--- src/logic/spi_bridge_pkg.sv ---
package spi_bridge_pkg;

    // Byte width on SPI and data width on APB
    localparam int DATA_W = 8;

    // Single-byte address on APB
    localparam int ADDR_W = 8;

    // Words in the target memory
    localparam int MEM_DEPTH = 256;

    // Opcodes accepted in the first byte of a transaction
    typedef enum logic [7:0] {
        CMD_WRITE = 8'h02,
        CMD_READ  = 8'h03
    } cmd_op_e;

    // Position inside the SPI transaction
    typedef enum logic [1:0] {
        ST_CMD,
        ST_ADDR,
        ST_DATA,
        ST_IGNORE
    } xfer_state_e;

    // APB master phases
    typedef enum logic [1:0] {
        APB_IDLE,
        APB_SETUP,
        APB_ACCESS
    } apb_state_e;

    // Shifted out on MISO whenever no read data is due
    localparam logic [DATA_W-1:0] FILL_BYTE = 8'h00;

endpackage

--- src/logic/spi_byte.sv ---
module spi_byte (
    input  logic                              clk_sys_i,
    // Chip select high also clears the byte state
    input  logic                              spi_cs_ni,
    // Must be low when chip select falls
    input  logic                              spi_sclk_i,
    input  logic                              spi_rx_i,
    input  logic [spi_bridge_pkg::DATA_W-1:0] tx_byte_i,
    output logic                              spi_tx_o,
    output logic [spi_bridge_pkg::DATA_W-1:0] rx_byte_o,
    output logic                              rx_valid_o,
    output logic                              cs_active_o
);
    import spi_bridge_pkg::*;

    // Two-stage synchronizers on the SPI pins
    // Chip select starts out inactive so the engine idles before the first edge
    logic cs_n_q1 = 1'b1;
    logic cs_n_q2 = 1'b1;
    logic sclk_q1;
    logic sclk_q2;
    logic rx_q1;
    logic rx_q2;

    // Extra SCLK stage for edge detection
    logic sclk_q3;
    logic sclk_rise;
    logic sclk_fall;

    // MOSI enters at the bottom, MISO leaves from the top
    logic [DATA_W-1:0] sr_q;
    logic [DATA_W-1:0] sr_d;

    // Bits seen so far in the current byte
    logic [$clog2(DATA_W)-1:0] bit_cnt_q;
    logic [$clog2(DATA_W)-1:0] bit_cnt_d;

    logic [DATA_W-1:0] rx_byte_d;
    logic              rx_valid_d;
    logic              spi_tx_d;

    assign sclk_rise   = sclk_q2 && !sclk_q3;
    assign sclk_fall   = !sclk_q2 && sclk_q3;
    assign cs_active_o = !cs_n_q2;

    always_comb begin
        sr_d       = sr_q;
        bit_cnt_d  = bit_cnt_q;
        rx_byte_d  = rx_byte_o;
        rx_valid_d = 1'b0;
        spi_tx_d   = spi_tx_o;

        if (cs_n_q2) begin
            // Idle: keep the next tx byte preloaded for the falling chip select
            bit_cnt_d = '0;
            sr_d      = tx_byte_i;
            spi_tx_d  = tx_byte_i[DATA_W-1];
        end else if (sclk_rise) begin
            // Sample MOSI, which also moves the next tx bit to the top
            sr_d      = {sr_q[DATA_W-2:0], rx_q2};
            bit_cnt_d = bit_cnt_q + 1'b1;
            if (bit_cnt_q == '1) begin
                // Eighth bit in
                rx_byte_d  = {sr_q[DATA_W-2:0], rx_q2};
                rx_valid_d = 1'b1;
            end
        end else if (sclk_fall) begin
            if (bit_cnt_q == '0) begin
                // Byte boundary, take the next tx byte from the decoder
                sr_d     = tx_byte_i;
                spi_tx_d = tx_byte_i[DATA_W-1];
            end else begin
                // Present the next bit ahead of the rising edge
                spi_tx_d = sr_q[DATA_W-1];
            end
        end
    end

    always_ff @(posedge clk_sys_i) begin
        cs_n_q1 <= spi_cs_ni;
        cs_n_q2 <= cs_n_q1;
        sclk_q1 <= spi_sclk_i;
        sclk_q2 <= sclk_q1;
        sclk_q3 <= sclk_q2;
        rx_q1   <= spi_rx_i;
        rx_q2   <= rx_q1;
    end

    always_ff @(posedge clk_sys_i) begin
        sr_q       <= sr_d;
        bit_cnt_q  <= bit_cnt_d;
        rx_byte_o  <= rx_byte_d;
        rx_valid_o <= rx_valid_d;
        spi_tx_o   <= spi_tx_d;
    end

endmodule

--- src/logic/spi_cmd_decoder.sv ---
module spi_cmd_decoder (
    input  logic                              clk_sys_i,
    input  logic                              rst_i,
    input  logic                              cs_active_i,
    input  logic [spi_bridge_pkg::DATA_W-1:0] rx_byte_i,
    input  logic                              rx_valid_i,
    input  logic                              done_i,
    input  logic [spi_bridge_pkg::DATA_W-1:0] rdata_i,
    output logic [spi_bridge_pkg::DATA_W-1:0] tx_byte_o,
    output logic                              req_o,
    output logic                              we_o,
    output logic [spi_bridge_pkg::ADDR_W-1:0] addr_o,
    output logic [spi_bridge_pkg::DATA_W-1:0] wdata_o
);
    import spi_bridge_pkg::*;

    xfer_state_e state_q;
    cmd_op_e     op_q;

    // Address for the next data byte
    logic [ADDR_W-1:0] addr_q;
    logic [ADDR_W-1:0] cur_addr;

    logic is_read;
    logic issue;

    assign is_read = (op_q == CMD_READ);

    // During the address byte the address comes straight off the wire
    assign cur_addr = (state_q == ST_ADDR) ? ADDR_W'(rx_byte_i) : addr_q;

    // Reads prefetch on the address byte and on every data byte
    // Writes go out on data bytes only
    assign issue = rx_valid_i && cs_active_i &&
                   ((state_q == ST_ADDR && is_read) || state_q == ST_DATA);

    always_ff @(posedge clk_sys_i) begin
        if (rst_i || !cs_active_i) begin
            state_q <= ST_CMD;
        end else if (rx_valid_i) begin
            case (state_q)
                ST_CMD: begin
                    case (rx_byte_i)
                        CMD_WRITE, CMD_READ: state_q <= ST_ADDR;
                        // Unknown opcode, drop everything until chip select rises
                        default: state_q <= ST_IGNORE;
                    endcase
                end
                ST_ADDR: state_q <= ST_DATA;
                // ST_DATA and ST_IGNORE hold until chip select rises
                default: state_q <= state_q;
            endcase
        end
    end

    // Opcode is only looked at once the state has left ST_CMD
    always_ff @(posedge clk_sys_i) begin
        if (rx_valid_i && state_q == ST_CMD) begin
            op_q <= cmd_op_e'(rx_byte_i);
        end
    end

    always_ff @(posedge clk_sys_i) begin
        // Pointer moves on by one after each request
        if (rx_valid_i && (state_q == ST_ADDR || state_q == ST_DATA)) begin
            addr_q <= cur_addr + ADDR_W'(issue);
        end
        // Request payload, held until the next request
        if (issue) begin
            addr_o  <= cur_addr;
            we_o    <= !is_read;
            wdata_o <= rx_byte_i;
        end
    end

    // Single-cycle strobe one cycle after the byte arrives
    always_ff @(posedge clk_sys_i) begin
        if (rst_i) begin
            req_o <= 1'b0;
        end else begin
            req_o <= issue;
        end
    end

    always_ff @(posedge clk_sys_i) begin
        if (rst_i || !cs_active_i) begin
            tx_byte_o <= FILL_BYTE;
        end else if (done_i && !we_o) begin
            // Prefetched byte, picked up by the engine at the next byte boundary
            tx_byte_o <= rdata_i;
        end
    end

endmodule

--- src/logic/apb_master.sv ---
module apb_master (
    input  logic                              clk_sys_i,
    input  logic                              rst_i,
    input  logic                              req_i,
    input  logic                              we_i,
    input  logic [spi_bridge_pkg::ADDR_W-1:0] addr_i,
    input  logic [spi_bridge_pkg::DATA_W-1:0] wdata_i,
    input  logic [spi_bridge_pkg::DATA_W-1:0] prdata_i,
    input  logic                              pready_i,
    output logic                              done_o,
    output logic [spi_bridge_pkg::DATA_W-1:0] rdata_o,
    output logic                              psel_o,
    output logic                              penable_o,
    output logic                              pwrite_o,
    output logic [spi_bridge_pkg::ADDR_W-1:0] paddr_o,
    output logic [spi_bridge_pkg::DATA_W-1:0] pwdata_o
);
    import spi_bridge_pkg::*;

    apb_state_e state_q;

    // Bus strobes follow the phase directly
    assign psel_o    = (state_q != APB_IDLE);
    assign penable_o = (state_q == APB_ACCESS);

    // Completion in the access cycle that sees pready
    assign done_o  = penable_o && pready_i;
    assign rdata_o = prdata_i;

    always_ff @(posedge clk_sys_i) begin
        if (rst_i) begin
            state_q <= APB_IDLE;
        end else begin
            case (state_q)
                APB_IDLE:   if (req_i) state_q <= APB_SETUP;
                APB_SETUP:  state_q <= APB_ACCESS;
                // Stay in access through wait states
                APB_ACCESS: if (pready_i) state_q <= APB_IDLE;
                default:    state_q <= APB_IDLE;
            endcase
        end
    end

    // Address and control captured once, stable for the whole transfer
    always_ff @(posedge clk_sys_i) begin
        if (state_q == APB_IDLE && req_i) begin
            pwrite_o <= we_i;
            paddr_o  <= addr_i;
            pwdata_o <= wdata_i;
        end
    end

endmodule

--- src/logic/apb_sram.sv ---
module apb_sram (
    input  logic                              clk_sys_i,
    input  logic                              rst_i,
    input  logic                              psel_i,
    input  logic                              penable_i,
    input  logic                              pwrite_i,
    input  logic [spi_bridge_pkg::ADDR_W-1:0] paddr_i,
    input  logic [spi_bridge_pkg::DATA_W-1:0] pwdata_i,
    output logic [spi_bridge_pkg::DATA_W-1:0] prdata_o,
    output logic                              pready_o
);
    import spi_bridge_pkg::*;

    logic [DATA_W-1:0] mem [MEM_DEPTH];
    logic              access;

    assign access = psel_i && penable_i;

    // One wait state: low in the first access cycle, high in the second
    always_ff @(posedge clk_sys_i) begin
        if (rst_i) begin
            pready_o <= 1'b0;
        end else begin
            pready_o <= access && !pready_o;
        end
    end

    always_ff @(posedge clk_sys_i) begin
        // Read data loaded during the wait so it is valid with pready
        if (access && !pready_o) begin
            prdata_o <= mem[paddr_i];
        end
        // Write commits at the end of the ready cycle
        if (access && pready_o && pwrite_i) begin
            mem[paddr_i] <= pwdata_i;
        end
    end

endmodule

--- src/logic/spi_apb_bridge_top.sv ---
module spi_apb_bridge_top (
    input  logic clk_sys_i,
    input  logic rst_i,
    input  logic spi_cs_ni,
    input  logic spi_sclk_i,
    input  logic spi_mosi_i,
    output logic spi_miso_o
);
    import spi_bridge_pkg::*;

    // Byte engine to decoder
    logic [DATA_W-1:0] rx_byte;
    logic              rx_valid;
    logic              cs_active;
    logic [DATA_W-1:0] tx_byte;

    // Decoder to APB master
    logic              req;
    logic              we;
    logic [ADDR_W-1:0] addr;
    logic [DATA_W-1:0] wdata;
    logic              done;
    logic [DATA_W-1:0] rdata;

    // APB
    logic              psel;
    logic              penable;
    logic              pwrite;
    logic [ADDR_W-1:0] paddr;
    logic [DATA_W-1:0] pwdata;
    logic [DATA_W-1:0] prdata;
    logic              pready;

    spi_byte i_spi_byte (
        .clk_sys_i  (clk_sys_i),
        .spi_cs_ni  (spi_cs_ni),
        .spi_sclk_i (spi_sclk_i),
        .spi_rx_i   (spi_mosi_i),
        .tx_byte_i  (tx_byte),
        .spi_tx_o   (spi_miso_o),
        .rx_byte_o  (rx_byte),
        .rx_valid_o (rx_valid),
        .cs_active_o(cs_active)
    );

    spi_cmd_decoder i_decoder (
        .clk_sys_i  (clk_sys_i),
        .rst_i      (rst_i),
        .cs_active_i(cs_active),
        .rx_byte_i  (rx_byte),
        .rx_valid_i (rx_valid),
        .done_i     (done),
        .rdata_i    (rdata),
        .tx_byte_o  (tx_byte),
        .req_o      (req),
        .we_o       (we),
        .addr_o     (addr),
        .wdata_o    (wdata)
    );

    apb_master i_apb_master (
        .clk_sys_i(clk_sys_i),
        .rst_i    (rst_i),
        .req_i    (req),
        .we_i     (we),
        .addr_i   (addr),
        .wdata_i  (wdata),
        .prdata_i (prdata),
        .pready_i (pready),
        .done_o   (done),
        .rdata_o  (rdata),
        .psel_o   (psel),
        .penable_o(penable),
        .pwrite_o (pwrite),
        .paddr_o  (paddr),
        .pwdata_o (pwdata)
    );

    apb_sram i_apb_sram (
        .clk_sys_i(clk_sys_i),
        .rst_i    (rst_i),
        .psel_i   (psel),
        .penable_i(penable),
        .pwrite_i (pwrite),
        .paddr_i  (paddr),
        .pwdata_i (pwdata),
        .prdata_o (prdata),
        .pready_o (pready)
    );

endmodule

--- config.mk ---
export PLATFORM = sky130hd
export DESIGN_NAME = spi_apb_bridge_top
export DESIGN_NICKNAME = d
export VERILOG_FILES = /design/src/logic/spi_bridge_pkg.sv /design/src/logic/spi_byte.sv /design/src/logic/spi_cmd_decoder.sv /design/src/logic/apb_master.sv /design/src/logic/apb_sram.sv /design/src/logic/spi_apb_bridge_top.sv
export SDC_FILE = /design/constraint.sdc
export NUM_CORES = 2
export LEC_CHECK = 0
export BUFFER_PORTS_ARGS = -buffer_cell sky130_fd_sc_hd__buf_2
export CORE_MARGIN = 2
export CORE_UTILIZATION = 41
export DETAILED_ROUTE_END_ITERATION = 8
export HOLD_SLACK_MARGIN = 0.06
export PLACE_DENSITY = 0.6
export SLEW_MARGIN = 20
export SYNTH_ARGS = -nofsm -noshare
export SYNTH_HDL_FRONTEND = slang
export SYNTH_SLANG_ARGS = --single-unit
export TNS_END_PERCENT = 1
--- constraint.sdc ---
create_clock -name clk_sys_i -period 5.25 [get_ports clk_sys_i]
set_input_delay 1.05 -clock clk_sys_i [delete_from_list [all_inputs] [get_ports clk_sys_i]]
set_output_delay 1.05 -clock clk_sys_i [all_outputs]
set_load 0.03 [all_outputs]
; ---- Word level (Yosys, flattened, before mapping)
; Memory sizes are Yosys's and may differ from the RTL's. A register that Yosys moved wholly into a read port is not among the register bits.
; Index checks and enable logic that the tools add are counted.
[word_totals]
mem_count = 1
input_bits = 5
ramBits = 2048
reg_bits = 92
elab_cells = 96
[memory_table]
columns = memory, words, word_bits, read_ports, rd_ports_with_merged_regs, wr, line_no
row1 = i_apb_sram.mem, 256, 8, 1, 1, 1, apb_sram.sv:14  ; logic [DATA_W-1:0] mem [MEM_DEPTH];
[classes]
reduce_logical = 38
muxes = 17
n_bitwise = 2
eq_ne = 11
n_addsub = 2
[op_table]
columns = operator, n
row1 = $mux 8, 5
row2 = $eq 8x2->1 const B, 3
row3 = $logic_and 1x1->1, 14
row4 = $add 8x1->8, 1
row5 = $reduce_and 2->1, 4
row6 = $mux 1, 7
row7 = $logic_not 1->1, 6
row8 = $mux 2, 3
row9 = $pmux 2 s3, 1
row10 = $reduce_bool 2->1, 3
row11 = $reduce_bool 3->1, 2
row12 = $eq 2x1->1 const B, 2
row13 = $eq 2x2->1 const B, 2
row14 = $logic_not 2->1, 2
row15 = $ne 2x1->1 const B, 2
row16 = $pmux 2 s2, 1
row17 = $reduce_or 2->1, 2
row18 = $add 3x1->3 const B, 1
row19 = $eq 3x3->1 const B, 1
row20 = $logic_not 3->1, 1
row21 = $logic_or 1x1->1, 3
row22 = $reduce_and 3->1, 1
row23 = $ne 2x2->1 const B, 1
row24 = $not 1->1, 2

; ---- Depth between registers and ports, before layout
[logic_depth]
word_depth = 6
mapped_depth = 11
mapped_depth_nobuf = 10

; ---- Modules after synthesis
; From an unflattened synthesis, not the netlist that was laid out.
[hier_totals]
cells_unflattened = 3744
hier_area_um2 = 81854.8
[modules_own_cells]
columns = module, seq_area_each_um2, n_inst, area_per_inst_um2, cells_each
row1 = apb_sram, 61759.2, 1, 78392.7, 3531
row2 = spi_cmd_decoder, 1211.2, 1, 1779.2, 117
row3 = spi_byte, 730.7, 1, 1001.0, 61
row4 = apb_master, 550.5, 1, 681.9, 35

; ---- Worst setup path after synthesis
; No wires, ideal clock.
[synth_timing]
kind = reg-to-reg
from = register i_apb_master.pwdata_o[0] in the netlist's numbering
to = memory i_apb_sram.mem[0][0] (data pin)
n_path_buf = 0
period_less_slack_ns = 4.046
setup_time_ns = 0.817
path_stages_with_launch = 1
required_time_ns = 4.433
arrival_ns = 3.228
slack_ns = 1.204
path_cell_list = edfxtp_1
[synth_rtl]
columns = element, line_no
row1 = from (decl), apb_master.sv:16  ; output logic [spi_bridge_pkg::DATA_W-1:0] pwdata_o
row2 = from (signal assigned), apb_master.sv:49  ; pwdata_o <= wdata_i;
row3 = to (decl), apb_sram.sv:14
; No word-level cell before the write port.

==> summary.md <==
| Metric | Value |
|---|---|
| Status | completed |
| WL/cell | 29.5 µm |
| Most common cell in the synthesized netlist | edfxtp_1 |
| Switching share of total power | 19.5% |
| Count of final setup violators | 0 |
| Residual DRC | 0 |
| Share of cells above drive strength 1 | 24.6% |
| Maximum VDD drop | 0.280 mV |
| CP endpoint kind | flop |
| Clock Path Buffers | 3 |
| Clock slew at reported path FFs | 0.06 ns |
| Synth async-reset ratio | 0% |
| Routability cong. | 0.802 |
| Post-synth net total | 3743 |
| Root buffer cell | clkbuf_16 |
| Synth cell types | 36 |
| Worst endpoint required time | 5.81 ns |
| Routed wl met3 | 13400 µm |
| TritonRoute pass-1 iters | 7 |
| Via density | 5.82 |
| Leakage | 0.0279 µW |
| GRT Util Overall | 19.3% |
| RSZ-0062 raised after global routing | no |
| CP startpoint kind | flop |
| Vias in the first global route | 39259 |
| Top FF cell, synth | edfxtp_1 |
| EDFF count, synth | 2123 |
| Seq/Total Area, Yosys | 78.6% |
| Crit path largest cell delay | 1.04 ns |
| First DRT Iteration DRCs | 4202 |
| Setup CP Type | flop to flop |
| Hold-fix buffers at CTS | 0 |
| Synth area leader | edfxtp_1 |
| Most used cell, CP | buf_12 |
| Design area | 0.0924 mm² |
| Placed Area | 0.0857 mm² |
| Multi-input logic area | 0.0166 mm² |
| Slew @ Worst Pin | 1.13 ns |
| Max layer used | met4 |
| Buffers on Ports | 5 |
| GR Overflow Total | 0 |
| Max cap viols | 0 |
| CTS Sinks | 2148 |
| ANT nets after route | 0 |
| DR WL met2 | 95000 µm |
| Post-CTS setup repair buffer count | 0 |
| Yosys warning count | 0 |
| Final hold vios | 0 |
| I/O pin total | 6 |
| Register Area | 0.0643 mm² |
| Largest net degree at the start of global routing | 187 |
| Peak fanout along the critical path | 45 |
| Flop pwr share | 55.9% |
| Int Pwr | 26700 µW |
| Layout Nets | 3873 |
| Worst Path Arrival | 5.27 ns |
| CTS resizes | 0 |
| Crit path cell chain | buf_12, buf_12, buf_12, mux4_2, a22oi_1, a21oi_1, o41ai_1, nand4_1 |
| Via count | 38810 |
| Most frequent cells after synthesis | edfxtp_1 (2123), mux4_2 (512), nor2_1 (278), a22oi_1 (256), clkbuf_1 (146) |
| Placed Cells | 6284 |
| First-pass GRT wire length | 286000 µm |
| CP max-delay cell | edfxtp_1 |
| Slew margin rel. | 23.8% |
| Area share of the largest cell type after synthesis | 78.0% |
| Cell Area, Synth | 0.0817 mm² |
| Syn Area/Cell | 21.9 µm² |
| Final hold slack | 0.285 ns |
| Power share of the combinational group | 0.1% |
| Fmax | 212 MHz |
| Core area | 0.198 mm² |
| Fill cells | 16111 |
| Die width | 450 µm |
| Initial antenna violation count | 2 |
| Num CTS Buffers | 211 |
| Fin crit share | 89.9% |
| CTS tree | done |
| Hold Crit Class | input port to flop |
| Cell family with the largest share of critical-path delay | compound AO/OA/AOI/OAI gates |
| Synth Register Bits | 2148 |
| H-tree depth | 4 |
| Die Area | 0.203 mm² |
| Pre-CTS WS | 0.509 ns |
| Top post-synthesis cells by area | edfxtp_1 (78%), mux4_2 (14%), a22oi_1 (2.4%) |
| DRT Wirelength | 197000 µm |
| Layout Cells excl Fill | 6672 |
| Clock insertion delay at the later pin of the skew report | 0.86 ns |
| Clock share of power | 44.0% |
| WP buf/inv | 3 |
| Rows | 163 |
| Sw power | 6480 µW |
| Setup_tns | 0 ns |
| DIE HEIGHT | 450 µm |
| Final Max Slew Viols | 0 |
| Setup ws final | 0.532 ns |
| Met1 WL | 83600 µm |
| Layout area overhead | 13.0% |
| Mapped Cells | 3728 |
| Tmin final | 4.72 ns |
| Initial core utilization | 41.4% |
| Pwr/cell area | 359 mW/mm² |
| DP HPWL | 114000 µm |
| Setup Skew | 0.0551 ns |
## worst reg2reg max path, cell delays in order (launching register included)
cell	delay [ns]
edfxtp_1	1.04
buf_12	0.27
buf_12	0.25
buf_12	0.38
mux4_2	0.67
a22oi_1	0.38
a21oi_1	0.22
o41ai_1	1.00
nand4_1	0.21
## layer usage
metal,vias to the layer above,global-route usage [%]
li1,15998,-
met2,1516,30.6
met1,21003,28.0
met4,0,5.29
met3,293,3.14
met5,-,0
## worst paths after layout
path,from,endpoint,slack (ns),depth (start not counted)
worst max-delay path,i_apb_master.paddr_o[0],i_apb_sram.prdata_o[0],0.53,8
worst min-delay path,spi_cs_ni,i_spi_byte.cs_n_q1,0.28,1
worst max register to register,i_apb_master.paddr_o[0],i_apb_sram.prdata_o[0],0.53,8
worst min register to register,i_spi_byte.rx_q1,i_spi_byte.rx_q2,0.33,0
## registers in the layout, indices dropped and copies added (netlist names), 3 cells and up
name / count
i_decoder.addr_q: 8
i_apb_master.paddr_o: 8
i_decoder.tx_byte_o: 8
i_apb_sram.prdata_o: 8
i_apb_master.pwdata_o: 8
i_spi_byte.bit_cnt_q: 3
i_decoder.wdata_o: 8
i_spi_byte.rx_byte_o: 8
i_decoder.op_q: 8
i_spi_byte.sr_q: 8
i_apb_sram.mem: 2048
i_decoder.addr_o: 8
## placed cells by master, fill, tap and decap left out, drive strengths merged, types with 30 or more instances in the layout
master and n:
a21oi 128, a22oi 256, buf 143, clkbuf 263, clkinv 101, edfxtp 2123
mux4 512, nand2 30, nor2 278, o41ai 32
## power by group through the flow
| stage | clock network, µW | logic [µW] | registers [µW] |
|---|---|---|---|
| CTS | 14800 | 19.8 | 18600 |
| finish | 14600 | 19.4 | 18600 |
| global route | 15500 | 22.0 | 18600 |
| floorplan | 0 | 13.4 | 18900 |
| detailed placement | 0 | 19.7 | 18900 |
| global placement | 0 | 19.4 | 18900 |
## through the flow
stage | util [%] | total power [µW]
3_5_place_dp | 43.4 | 18900
2_1_floorplan | - | 18900
6_report | 46.7 | 33200
5_1_grt | 46.7 | 34100
4_1_cts | 46.7 | 33400
3_3_place_gp | 43.3 | 18900
## area by class of cell
class / instances / share of cell area, %
diodes: 1 / 0.00271
clock buffers: 263 / 5.97
clock inverters: 123 / 1.26
inverters: 13 / 0.0528
multi-input cells: 1341 / 18.0
flip-flops and latches: 2148 / 69.5
well taps: 2640 / 3.58
repair buffers: 143 / 1.61
## cells by family after synthesis
kind of cell	share of synthesized area, %
flops	78.6
buf+inv	1.34
mux	14.5
compound gates	3.55
xor+xnor	0.0750
simple gates	1.81
fa+ha+maj	0.153
Power figures use the tool's default switching activity.
